[src/cu_pkg.sv]
package cu_pkg;

    // ~~~~~~~~~~~~~~~~~~~~
    // micro-states
    // ~~~~~~~~~~~~~~~~~~~~
    // entry states carry their opcode value.
    typedef enum logic [5:0] {
        st_idle    = 6'd0,
        st_fetch1  = 6'd1,
        st_fetch2  = 6'd2,
        st_fetch3  = 6'd3,
        st_nop     = 6'd4,
        st_add1    = 6'd5,
        st_add2    = 6'd6,
        st_mul1    = 6'd7,
        st_mul2    = 6'd8,
        st_sub1    = 6'd9,
        st_sub2    = 6'd10,
        st_lodac1  = 6'd11,
        st_lodac2  = 6'd12,
        st_lodac3  = 6'd13,
        st_lodac4  = 6'd14,
        st_lodac5  = 6'd15,
        st_ldacar1 = 6'd16,
        st_ldacar2 = 6'd17,
        st_stoac1  = 6'd18,
        st_stoac2  = 6'd19,
        st_mvac    = 6'd20,
        st_movreg  = 6'd21,
        st_clac1   = 6'd22,
        st_clac2   = 6'd23,
        st_jump1   = 6'd24,
        st_jump2   = 6'd25,
        st_jump3   = 6'd26,
        st_jumpz   = 6'd27,
        st_jumpzn  = 6'd28,
        st_jmnz    = 6'd29,
        st_jmnzn   = 6'd30,
        st_incac   = 6'd31,
        st_incr    = 6'd32,
        st_incr3   = 6'd33,
        st_sftr1   = 6'd34,
        st_sftr2   = 6'd35,
        st_sftl1   = 6'd36,
        st_sftl2   = 6'd37,
        st_endop   = 6'd40
    } cu_state_t;

    typedef enum logic [1:0] {
        status_idle    = 2'b00,
        status_process = 2'b01    // starts a run.
    } cu_status_t;

    typedef enum logic [2:0] {
        alu_none = 3'd0,
        alu_add  = 3'd1,
        alu_mul  = 3'd2,
        alu_sub  = 3'd3,
        alu_sftr = 3'd4,
        alu_sftl = 3'd5,
        alu_zero = 3'd6
    } alu_op_t;

    // ~~~~~~~~~~~~~~~~~~~~
    // bus sources
    // ~~~~~~~~~~~~~~~~~~~~
    typedef enum logic [4:0] {
        rd_none     = 5'd0,
        rd_ins_mem  = 5'd1,
        rd_data_mem = 5'd2,
        rd_pc       = 5'd3,
        rd_ir       = 5'd4,
        rd_ar       = 5'd5,
        rd_ac       = 5'd6,
        rd_x        = 5'd7,
        rd_y        = 5'd8,
        rd_z        = 5'd9,
        rd_stxy     = 5'd10,
        rd_styz     = 5'd11,
        rd_stxz     = 5'd12,
        rd_r        = 5'd13,
        rd_r1       = 5'd14,
        rd_r2       = 5'd15,
        rd_r3       = 5'd16,
        rd_dr       = 5'd17
    } read_src_t;

    localparam int WRITE_WIDTH = 17;

    localparam logic [WRITE_WIDTH-1:0] wr_data_mem = 17'h0_0001;
    localparam logic [WRITE_WIDTH-1:0] wr_alu_ac   = 17'h0_0002;
    localparam logic [WRITE_WIDTH-1:0] wr_ir_pc    = 17'h0_0004;
    localparam logic [WRITE_WIDTH-1:0] wr_ir       = 17'h0_0008;
    localparam logic [WRITE_WIDTH-1:0] wr_ar       = 17'h0_0010;
    localparam logic [WRITE_WIDTH-1:0] wr_x        = 17'h0_0020;
    localparam logic [WRITE_WIDTH-1:0] wr_y        = 17'h0_0040;
    localparam logic [WRITE_WIDTH-1:0] wr_z        = 17'h0_0080;
    localparam logic [WRITE_WIDTH-1:0] wr_stxy     = 17'h0_0100;
    localparam logic [WRITE_WIDTH-1:0] wr_styz     = 17'h0_0200;
    localparam logic [WRITE_WIDTH-1:0] wr_stxz     = 17'h0_0400;
    localparam logic [WRITE_WIDTH-1:0] wr_r        = 17'h0_0800;
    localparam logic [WRITE_WIDTH-1:0] wr_r1       = 17'h0_1000;
    localparam logic [WRITE_WIDTH-1:0] wr_r2       = 17'h0_2000;
    localparam logic [WRITE_WIDTH-1:0] wr_r3       = 17'h0_4000;
    localparam logic [WRITE_WIDTH-1:0] wr_dr       = 17'h0_8000;
    localparam logic [WRITE_WIDTH-1:0] wr_ac       = 17'h1_0000;

    localparam int INC_WIDTH = 7;

    // bits 2, 3 and 6 are spare.
    localparam logic [INC_WIDTH-1:0] inc_pc = 7'b000_0001;
    localparam logic [INC_WIDTH-1:0] inc_ac = 7'b000_0010;
    localparam logic [INC_WIDTH-1:0] inc_r  = 7'b001_0000;
    localparam logic [INC_WIDTH-1:0] inc_r3 = 7'b010_0000;

    typedef struct packed {
        logic [WRITE_WIDTH-1:0] write_enable;
        read_src_t              read_enable;
        logic [INC_WIDTH-1:0]   increment;
        alu_op_t                alu;
        logic                   finish;
    } ctrl_word_t;

    localparam ctrl_word_t CTRL_IDLE = '{
        write_enable: '0,
        read_enable:  rd_none,
        increment:    '0,
        alu:          alu_none,
        finish:       1'b0
    };

endpackage

[src/micro_sequencer.sv]
`timescale 1ns/100ps

module micro_sequencer #(
    parameter int INSTR_WIDTH = 16
) (
    input  logic                   clk,
    input  logic                   reset,
    input  cu_pkg::cu_status_t     status,
    input  logic                   z,
    input  logic [INSTR_WIDTH-1:0] instruction,
    output cu_pkg::cu_state_t      state
);

    logic [7:0]        opcode;
    cu_pkg::cu_state_t state_next;

    assign opcode = instruction[INSTR_WIDTH-1 -: 8];    // top byte.

    always_ff @(posedge clk)
    begin
        if (reset)
            state <= cu_pkg::st_idle;
        else
            state <= state_next;
    end

    // ~~~~~~~~~~~~~~~~~~~~
    // next state
    // ~~~~~~~~~~~~~~~~~~~~
    always_comb
    begin
        state_next = cu_pkg::st_fetch1;    // most states end here.
        case (state)
            cu_pkg::st_idle:
            begin
                if (status == cu_pkg::status_process)
                    state_next = cu_pkg::st_fetch1;
                else
                    state_next = cu_pkg::st_idle;
            end
            cu_pkg::st_fetch1:  state_next = cu_pkg::st_fetch2;
            cu_pkg::st_fetch2:  state_next = cu_pkg::st_fetch3;
            cu_pkg::st_fetch3:
            begin
                // opcode value is the entry state code.
                case (opcode)
                    8'(cu_pkg::st_nop),
                    8'(cu_pkg::st_add1),
                    8'(cu_pkg::st_mul1),
                    8'(cu_pkg::st_sub1),
                    8'(cu_pkg::st_lodac1),
                    8'(cu_pkg::st_ldacar1),
                    8'(cu_pkg::st_stoac1),
                    8'(cu_pkg::st_mvac),
                    8'(cu_pkg::st_movreg),
                    8'(cu_pkg::st_clac1),
                    8'(cu_pkg::st_jump1),
                    8'(cu_pkg::st_jumpz),
                    8'(cu_pkg::st_jmnz),
                    8'(cu_pkg::st_incac),
                    8'(cu_pkg::st_incr),
                    8'(cu_pkg::st_incr3),
                    8'(cu_pkg::st_sftr1),
                    8'(cu_pkg::st_sftl1),
                    8'(cu_pkg::st_endop):
                        state_next = cu_pkg::cu_state_t'(opcode[5:0]);
                    default:
                        state_next = cu_pkg::st_nop;    // unknown opcode.
                endcase
            end
            cu_pkg::st_add1:    state_next = cu_pkg::st_add2;
            cu_pkg::st_mul1:    state_next = cu_pkg::st_mul2;
            cu_pkg::st_sub1:    state_next = cu_pkg::st_sub2;
            cu_pkg::st_clac1:   state_next = cu_pkg::st_clac2;
            cu_pkg::st_sftr1:   state_next = cu_pkg::st_sftr2;
            cu_pkg::st_sftl1:   state_next = cu_pkg::st_sftl2;
            cu_pkg::st_lodac1:  state_next = cu_pkg::st_lodac2;
            cu_pkg::st_lodac2:  state_next = cu_pkg::st_lodac3;
            cu_pkg::st_lodac3:  state_next = cu_pkg::st_lodac4;
            cu_pkg::st_lodac4:  state_next = cu_pkg::st_lodac5;
            cu_pkg::st_ldacar1: state_next = cu_pkg::st_ldacar2;
            cu_pkg::st_stoac1:  state_next = cu_pkg::st_stoac2;
            cu_pkg::st_jump1:   state_next = cu_pkg::st_jump2;
            cu_pkg::st_jump2:   state_next = cu_pkg::st_jump3;
            cu_pkg::st_jumpz:
                state_next = z ? cu_pkg::st_jumpzn : cu_pkg::st_jump1;
            cu_pkg::st_jmnz:
                state_next = z ? cu_pkg::st_jump1 : cu_pkg::st_jmnzn;
            cu_pkg::st_endop:   state_next = cu_pkg::st_endop;    // held till reset.
            default:            state_next = cu_pkg::st_fetch1;
        endcase
    end

    // ~~~~~~~~~~~~~~~~~~~~
    // checks
    // ~~~~~~~~~~~~~~~~~~~~
    state_legal: assert property (@(posedge clk) disable iff (reset)
        state inside {[cu_pkg::st_idle:cu_pkg::st_sftl2], cu_pkg::st_endop})
        else $error("undefined state code %0d", state);

    endop_holds: assert property (@(posedge clk) disable iff (reset)
        state == cu_pkg::st_endop |=> state == cu_pkg::st_endop)
        else $error("left ENDOP without reset");

    fetch_dispatches: assert property (@(posedge clk) disable iff (reset)
        state == cu_pkg::st_fetch3 |=> state != cu_pkg::st_idle)
        else $error("fetch fell back to IDLE");

endmodule

[src/control_decode.sv]
`timescale 1ns/100ps

module control_decode #(
    parameter int INSTR_WIDTH = 16
) (
    input  cu_pkg::cu_state_t      state,
    input  logic [INSTR_WIDTH-1:0] instruction,
    output cu_pkg::ctrl_word_t     ctrl
);

    logic [3:0] reg_sel;

    assign reg_sel = instruction[3:0];    // operand nibble.

    // ~~~~~~~~~~~~~~~~~~~~
    // register selector table
    // ~~~~~~~~~~~~~~~~~~~~
    function automatic logic [cu_pkg::WRITE_WIDTH-1:0] sel_write(input logic [3:0] sel);
        case (sel)
            4'd1:    return cu_pkg::wr_x;
            4'd2:    return cu_pkg::wr_y;
            4'd3:    return cu_pkg::wr_z;
            4'd4:    return cu_pkg::wr_stxy;
            4'd5:    return cu_pkg::wr_styz;
            4'd6:    return cu_pkg::wr_stxz;
            4'd7:    return cu_pkg::wr_r;
            4'd8:    return cu_pkg::wr_r1;
            4'd9:    return cu_pkg::wr_r2;
            4'd10:   return cu_pkg::wr_r3;
            4'd11:   return cu_pkg::wr_dr;
            default: return '0;
        endcase
    endfunction

    function automatic cu_pkg::read_src_t sel_read(input logic [3:0] sel);
        case (sel)
            4'd1:    return cu_pkg::rd_x;
            4'd2:    return cu_pkg::rd_y;
            4'd3:    return cu_pkg::rd_z;
            4'd4:    return cu_pkg::rd_stxy;
            4'd5:    return cu_pkg::rd_styz;
            4'd6:    return cu_pkg::rd_stxz;
            4'd7:    return cu_pkg::rd_r;
            4'd8:    return cu_pkg::rd_r1;
            4'd9:    return cu_pkg::rd_r2;
            4'd10:   return cu_pkg::rd_r3;
            4'd11:   return cu_pkg::rd_dr;
            default: return cu_pkg::rd_none;
        endcase
    endfunction

    always_comb
    begin
        ctrl = cu_pkg::CTRL_IDLE;
        case (state)
            // ~~~~~~~~~~~~~~~~~~~~
            // fetch
            // ~~~~~~~~~~~~~~~~~~~~
            cu_pkg::st_fetch1:
                ctrl.read_enable = cu_pkg::rd_ins_mem;
            cu_pkg::st_fetch2:
            begin
                ctrl.read_enable  = cu_pkg::rd_ins_mem;
                ctrl.write_enable = cu_pkg::wr_ir;
            end
            cu_pkg::st_fetch3:
                ctrl.increment = cu_pkg::inc_pc;

            // ~~~~~~~~~~~~~~~~~~~~
            // alu
            // ~~~~~~~~~~~~~~~~~~~~
            cu_pkg::st_add1:
            begin
                ctrl.alu = cu_pkg::alu_add;
                case (reg_sel)
                    4'd1:    ctrl.read_enable = cu_pkg::rd_r;
                    4'd2:    ctrl.read_enable = cu_pkg::rd_r1;
                    4'd3:    ctrl.read_enable = cu_pkg::rd_r2;
                    default: ctrl.read_enable = cu_pkg::rd_none;
                endcase
            end
            cu_pkg::st_sub1:
            begin
                ctrl.alu         = cu_pkg::alu_sub;
                ctrl.read_enable = cu_pkg::rd_r;
            end
            cu_pkg::st_mul1:
            begin
                ctrl.alu         = cu_pkg::alu_mul;
                ctrl.read_enable = cu_pkg::rd_r1;
            end
            cu_pkg::st_clac1:   ctrl.alu = cu_pkg::alu_zero;
            cu_pkg::st_sftr1:   ctrl.alu = cu_pkg::alu_sftr;
            cu_pkg::st_sftl1:   ctrl.alu = cu_pkg::alu_sftl;
            cu_pkg::st_add2,
            cu_pkg::st_sub2,
            cu_pkg::st_mul2,
            cu_pkg::st_clac2,
            cu_pkg::st_sftr2,
            cu_pkg::st_sftl2:
                ctrl.write_enable = cu_pkg::wr_alu_ac;    // latch result.

            // ~~~~~~~~~~~~~~~~~~~~
            // memory
            // ~~~~~~~~~~~~~~~~~~~~
            cu_pkg::st_lodac1:
                ctrl.read_enable = cu_pkg::rd_ins_mem;    // address word.
            cu_pkg::st_lodac2:
            begin
                ctrl.read_enable  = cu_pkg::rd_ins_mem;
                ctrl.write_enable = cu_pkg::wr_ir;
            end
            cu_pkg::st_lodac3:
            begin
                ctrl.read_enable  = cu_pkg::rd_ir;
                ctrl.write_enable = cu_pkg::wr_ar;
                ctrl.increment    = cu_pkg::inc_pc;
            end
            cu_pkg::st_lodac4,
            cu_pkg::st_ldacar1:
            begin
                ctrl.read_enable  = cu_pkg::rd_data_mem;
                ctrl.write_enable = cu_pkg::wr_dr;
            end
            cu_pkg::st_lodac5,
            cu_pkg::st_ldacar2:
            begin
                ctrl.read_enable  = cu_pkg::rd_dr;
                ctrl.write_enable = cu_pkg::wr_ac;
            end
            cu_pkg::st_stoac1:
            begin
                ctrl.read_enable  = cu_pkg::rd_ac;
                ctrl.write_enable = cu_pkg::wr_dr;
            end
            cu_pkg::st_stoac2:
            begin
                ctrl.read_enable  = cu_pkg::rd_dr;
                ctrl.write_enable = cu_pkg::wr_data_mem;
            end

            // ~~~~~~~~~~~~~~~~~~~~
            // moves, jumps, misc
            // ~~~~~~~~~~~~~~~~~~~~
            cu_pkg::st_mvac:
            begin
                ctrl.read_enable  = cu_pkg::rd_ac;
                ctrl.write_enable = sel_write(reg_sel);
            end
            cu_pkg::st_movreg:
            begin
                ctrl.read_enable  = sel_read(reg_sel);
                ctrl.write_enable = cu_pkg::wr_ac;
            end
            cu_pkg::st_jump1:
                ctrl.read_enable = cu_pkg::rd_ins_mem;
            cu_pkg::st_jump2:
            begin
                ctrl.read_enable  = cu_pkg::rd_ins_mem;
                ctrl.write_enable = cu_pkg::wr_ir;
            end
            cu_pkg::st_jump3:
                ctrl.write_enable = cu_pkg::wr_ir_pc;    // target into pc.
            cu_pkg::st_jumpzn,
            cu_pkg::st_jmnzn:
                ctrl.increment = cu_pkg::inc_pc;    // skip target word.
            cu_pkg::st_incac:   ctrl.increment = cu_pkg::inc_ac;
            cu_pkg::st_incr:    ctrl.increment = cu_pkg::inc_r;
            cu_pkg::st_incr3:   ctrl.increment = cu_pkg::inc_r3;
            cu_pkg::st_endop:   ctrl.finish = 1'b1;
            default:            ctrl = cu_pkg::CTRL_IDLE;
        endcase
    end

endmodule

[src/control_unit.sv]
`timescale 1ns/100ps

module control_unit #(
    parameter int INSTR_WIDTH = 16
) (
    input  logic                   clk,
    input  logic                   reset,
    input  cu_pkg::cu_status_t     status,
    input  logic                   z,
    input  logic [INSTR_WIDTH-1:0] instruction,
    output cu_pkg::ctrl_word_t     ctrl
);

    cu_pkg::cu_state_t state;

    // ~~~~~~~~~~~~~~~~~~~~
    // sequencer and decoder
    // ~~~~~~~~~~~~~~~~~~~~
    micro_sequencer #(
        .INSTR_WIDTH (INSTR_WIDTH)
    ) u_seq (
        .clk         (clk),
        .reset       (reset),
        .status      (status),
        .z           (z),
        .instruction (instruction),
        .state       (state)
    );

    // ctrl follows the state and the operand nibble.
    control_decode #(
        .INSTR_WIDTH (INSTR_WIDTH)
    ) u_dec (
        .state       (state),
        .instruction (instruction),
        .ctrl        (ctrl)
    );

endmodule

[config.mk]
export PLATFORM = sky130hd
export DESIGN_NAME = control_unit
export DESIGN_NICKNAME = d
export VERILOG_FILES = /design/src/cu_pkg.sv /design/src/micro_sequencer.sv /design/src/control_decode.sv /design/src/control_unit.sv
export SDC_FILE = /design/constraint.sdc
export NUM_CORES = 1
export LEC_CHECK = 0
export BUFFER_PORTS_ARGS = -buffer_cell sky130_fd_sc_hd__buf_2
export CAP_MARGIN = 40
export CORE_UTILIZATION = 42
export CTS_CLUSTER_SIZE = 16
export DETAILED_ROUTE_END_ITERATION = 6
export PLACE_DENSITY = 0.67
export SYNTH_ARGS = -nofsm -noshare
export SYNTH_HDL_FRONTEND = slang
export SYNTH_HIERARCHICAL = 1
export SYNTH_SLANG_ARGS = --single-unit
[constraint.sdc]
create_clock -name clk -period 4.4 [get_ports clk]
set_input_delay 0.44 -clock clk [delete_from_list [all_inputs] [get_ports clk]]
set_output_delay 0.44 -clock clk [all_outputs]
set_load 0.01 [all_outputs]
==> flow_summary.toml <==
[critical_path]
rr_worst_depth = 6
end_kind = "primary output"
slowest_stage = "dfxtp_1"
path_cells = "buf_4, or2_1, or3_1, a21oi_1, or3_1, buf_2"
worstPathArrival_ns = 2.30
startpoint = "u_seq/state[3]$_SDFF_PP0_"
crit_path_end = "ctrl[12]"
crit_path_start_kind = "register"
worst_r2r_endpoint = "u_seq/state[2]$_SDFF_PP0_"
r2r_setup_slack_ns = 2.26
cpPeakStageDelay_ns = 0.79
cpMostUsedCell = "or3_1"
crit_fanout = 24
worstReg2RegStart = "u_seq/state[1]$_SDFF_PP0_"
critPathKind = "reg2out"
required_ns = 3.96

[cells_and_area]
drive_above_1_share = 0.261
area_growth_pct = 9.35
top_regs = "u_seq/state: 6 flops"
finalNetCount = 318
largest_reg_flops = 6
finalNonFillerCells = 345
diodes = 0
top_register = "u_seq/state"

[synth]
synth_enable_flop_cells = 0
syn-instance-count = 268
synthArstFlopShare = 0
yosysUniqueCellTypes = 71
ys_seq_elements = 6
synthFlopType = "dfxtp_1"
avgSynthCellArea_um2 = 6.74
yosys_warnings = 6
synthesis.area_um2 = 1810
seq_area_frac_synth = 0.0665

[timing]
slew_viol_final = 0
setup_tns_ns = 0
finalHoldViolations = 0
fin_skew_ns = 0.00227
worstMarginPinSlew_ns = 0.917
relSlewSlack = 0.388
setup_viol = 0
fmax_mhz = 365
period_share = 0.622
holdWs_ns = 0.406
rsz0062_at_grt = "no"
period_needed_ns = 2.74

[grt]
grt_pass1_wl_um = 7580
antenna_found_initial = 0
overflow = 0
grt_pass1_vias = 1734
grtUsageTotal = 0.207
grt_max_degree = 42

[die]
core_um2 = 4060
initial_core_util = 0.445
fp.dieW_um = 67.6
placementRows = 23
io_pins = 54
dieArea_um2 = 4570
fp.dieH_um = 67.6

[clock_network]
cts_tree = "done"
clk_latency_ns = 0.22
clk_pin_slew_ns = 0.04
hold_buffers = 0
root_buffer = "clkbuf_8"
postCtsSetupBuffers = 0
cts_max_path_buffers = 2
htreeDepth = 1
cts_buffers = 3
numClockSinks = 6
cts_resized = 0

[power]
finalPower_w = 0.000253
leakagePower_nw = 0.833
pwr_density_cell_nw_per_um2 = 128
vdd_drop_max_mv = 0.134

[place]
dp_cells = 342
gp_congestion = 0.798
dpl.hpwl_um = 3230
portBuffers = 46

[detailed_routing]
antenna_left = 0
wire_per_inst_um = 13.3
remaining_drc_errors = 0
vias = 2039
drt_iter0_markers = 120
routed_wirelength_um = 4600
viasPerCell = 5.91
drtPass1Iterations = 4

[job]
maxCapViolations = 0

[run_status]
status = "completed"

[min_path]
min-delay-path-class = "in2reg"
==> routing by layer <==
metal	wire, um	global-route usage
met5	0	0
met4	25	0.0452
met3	194	0.0203
met2	2160	0.348
met1	2220	0.279
==> report_power, final <==
group	internal [W]	switching, W
combinational	0.0000422	0.0000590
sequential	0.0000568	0.0000122
clock	0.0000588	0.0000243
total	0.000158	0.0000955
==> cells in the mapped netlist (3+ instances only) <==
cell / n / area [um^2]
nand2b_1: 14 / 87.6
buf_6: 8 / 90.1
nor4_1: 5 / 31.3
nor3_1: 9 / 45.0
o21ai_1: 4 / 20.0
dfxtp_1: 6 / 120
a211o_1: 3 / 26.3
nand2_1: 16 / 60.1
a21oi_1: 17 / 85.1
nor3b_1: 7 / 52.6
buf_2: 13 / 65.1
buf_4: 5 / 37.5
a21o_1: 3 / 22.5
nor2_2: 3 / 18.8
o21ai_0: 11 / 55.1
nor2b_1: 14 / 87.6
xor2_1: 4 / 35.0
a31oi_1: 8 / 50.1
nand3_1: 9 / 45.0
o22ai_1: 4 / 25.0
inv_1: 7 / 26.3
nor2_1: 27 / 101
a32o_1: 3 / 30.0
o21bai_1: 4 / 30.0
==> worst min-delay path by stage <==
stage / cells past startpoint / to / from / slack (ns)
finish: 2 / u_seq/state[0]$_SDFF_PP0_ / reset / 0.41
global placement: 2 / u_seq/state[0]$_SDFF_PP0_ / reset / 0.64
floorplan: 1 / u_seq/state[0]$_SDFF_PP0_ / reset / 0.51
global route: 2 / u_seq/state[0]$_SDFF_PP0_ / reset / 0.42
detailed placement: 2 / u_seq/state[0]$_SDFF_PP0_ / reset / 0.64
CTS: 2 / u_seq/state[0]$_SDFF_PP0_ / reset / 0.40
==> critical path, delay by kind of cell (launching register included) <==
family	cells	cell delay, ns
AO/OA/AOI/OAI	1	0.06
buffers and inverters	2	0.51
AND/OR/NAND/NOR	3	0.72
flip-flops	1	0.79
==> cell families after synthesis <==
group / share of synthesized area
buffers and inverters: 0.135
muxes: 0.0235
DFF: 0.0665
other: 0.00208
xor gates and xnor gates: 0.0242
AOI/OAI and AO/OA: 0.320
and+or+nand+nor: 0.429
==> through the flow <==
| stage | area (um^2) | setup WS [ns] | utilization |
|---|---|---|---|
| detailed placement | 1930 | 1.92 | 0.477 |
| global placement | 1930 | 1.93 | 0.477 |
| CTS | 1980 | 1.68 | 0.487 |
| floorplan | 1810 | 2.54 | - |
| finish | 1980 | 1.66 | 0.487 |
| global route | 1980 | 1.53 | 0.487 |
==> layout by cell type, fill, tap and decap left out, types with 5 or more instances in the layout <==
cell | Yosys | final
a21oi_1 | 17 | 17
a31oi_1 | 8 | 8
buf_2 | 13 | 46
buf_4 | 5 | 6
dfxtp_1 | 6 | 6
inv_1 | 7 | 7
nand2_1 | 16 | 16
nand2b_1 | 14 | 14
nand3_1 | 9 | 9
nor2_1 | 27 | 27
nor2b_1 | 14 | 14
nor3_1 | 9 | 9
nor3b_1 | 7 | 7
nor4_1 | 5 | 5
o21ai_0 | 11 | 11
==> cell type report <==
cell class | count | area (um^2)
Fill cell | 430 | 2080
Multi-Input combinational cell | 227 | 1450
Timing Repair Buffer | 52 | 275
Sequential cell | 6 | 120
Tap cell | 50 | 62.6
Clock buffer | 3 | 41.3
Inverter | 7 | 26.3
Note: power is estimated with default switching activity, not from simulation.
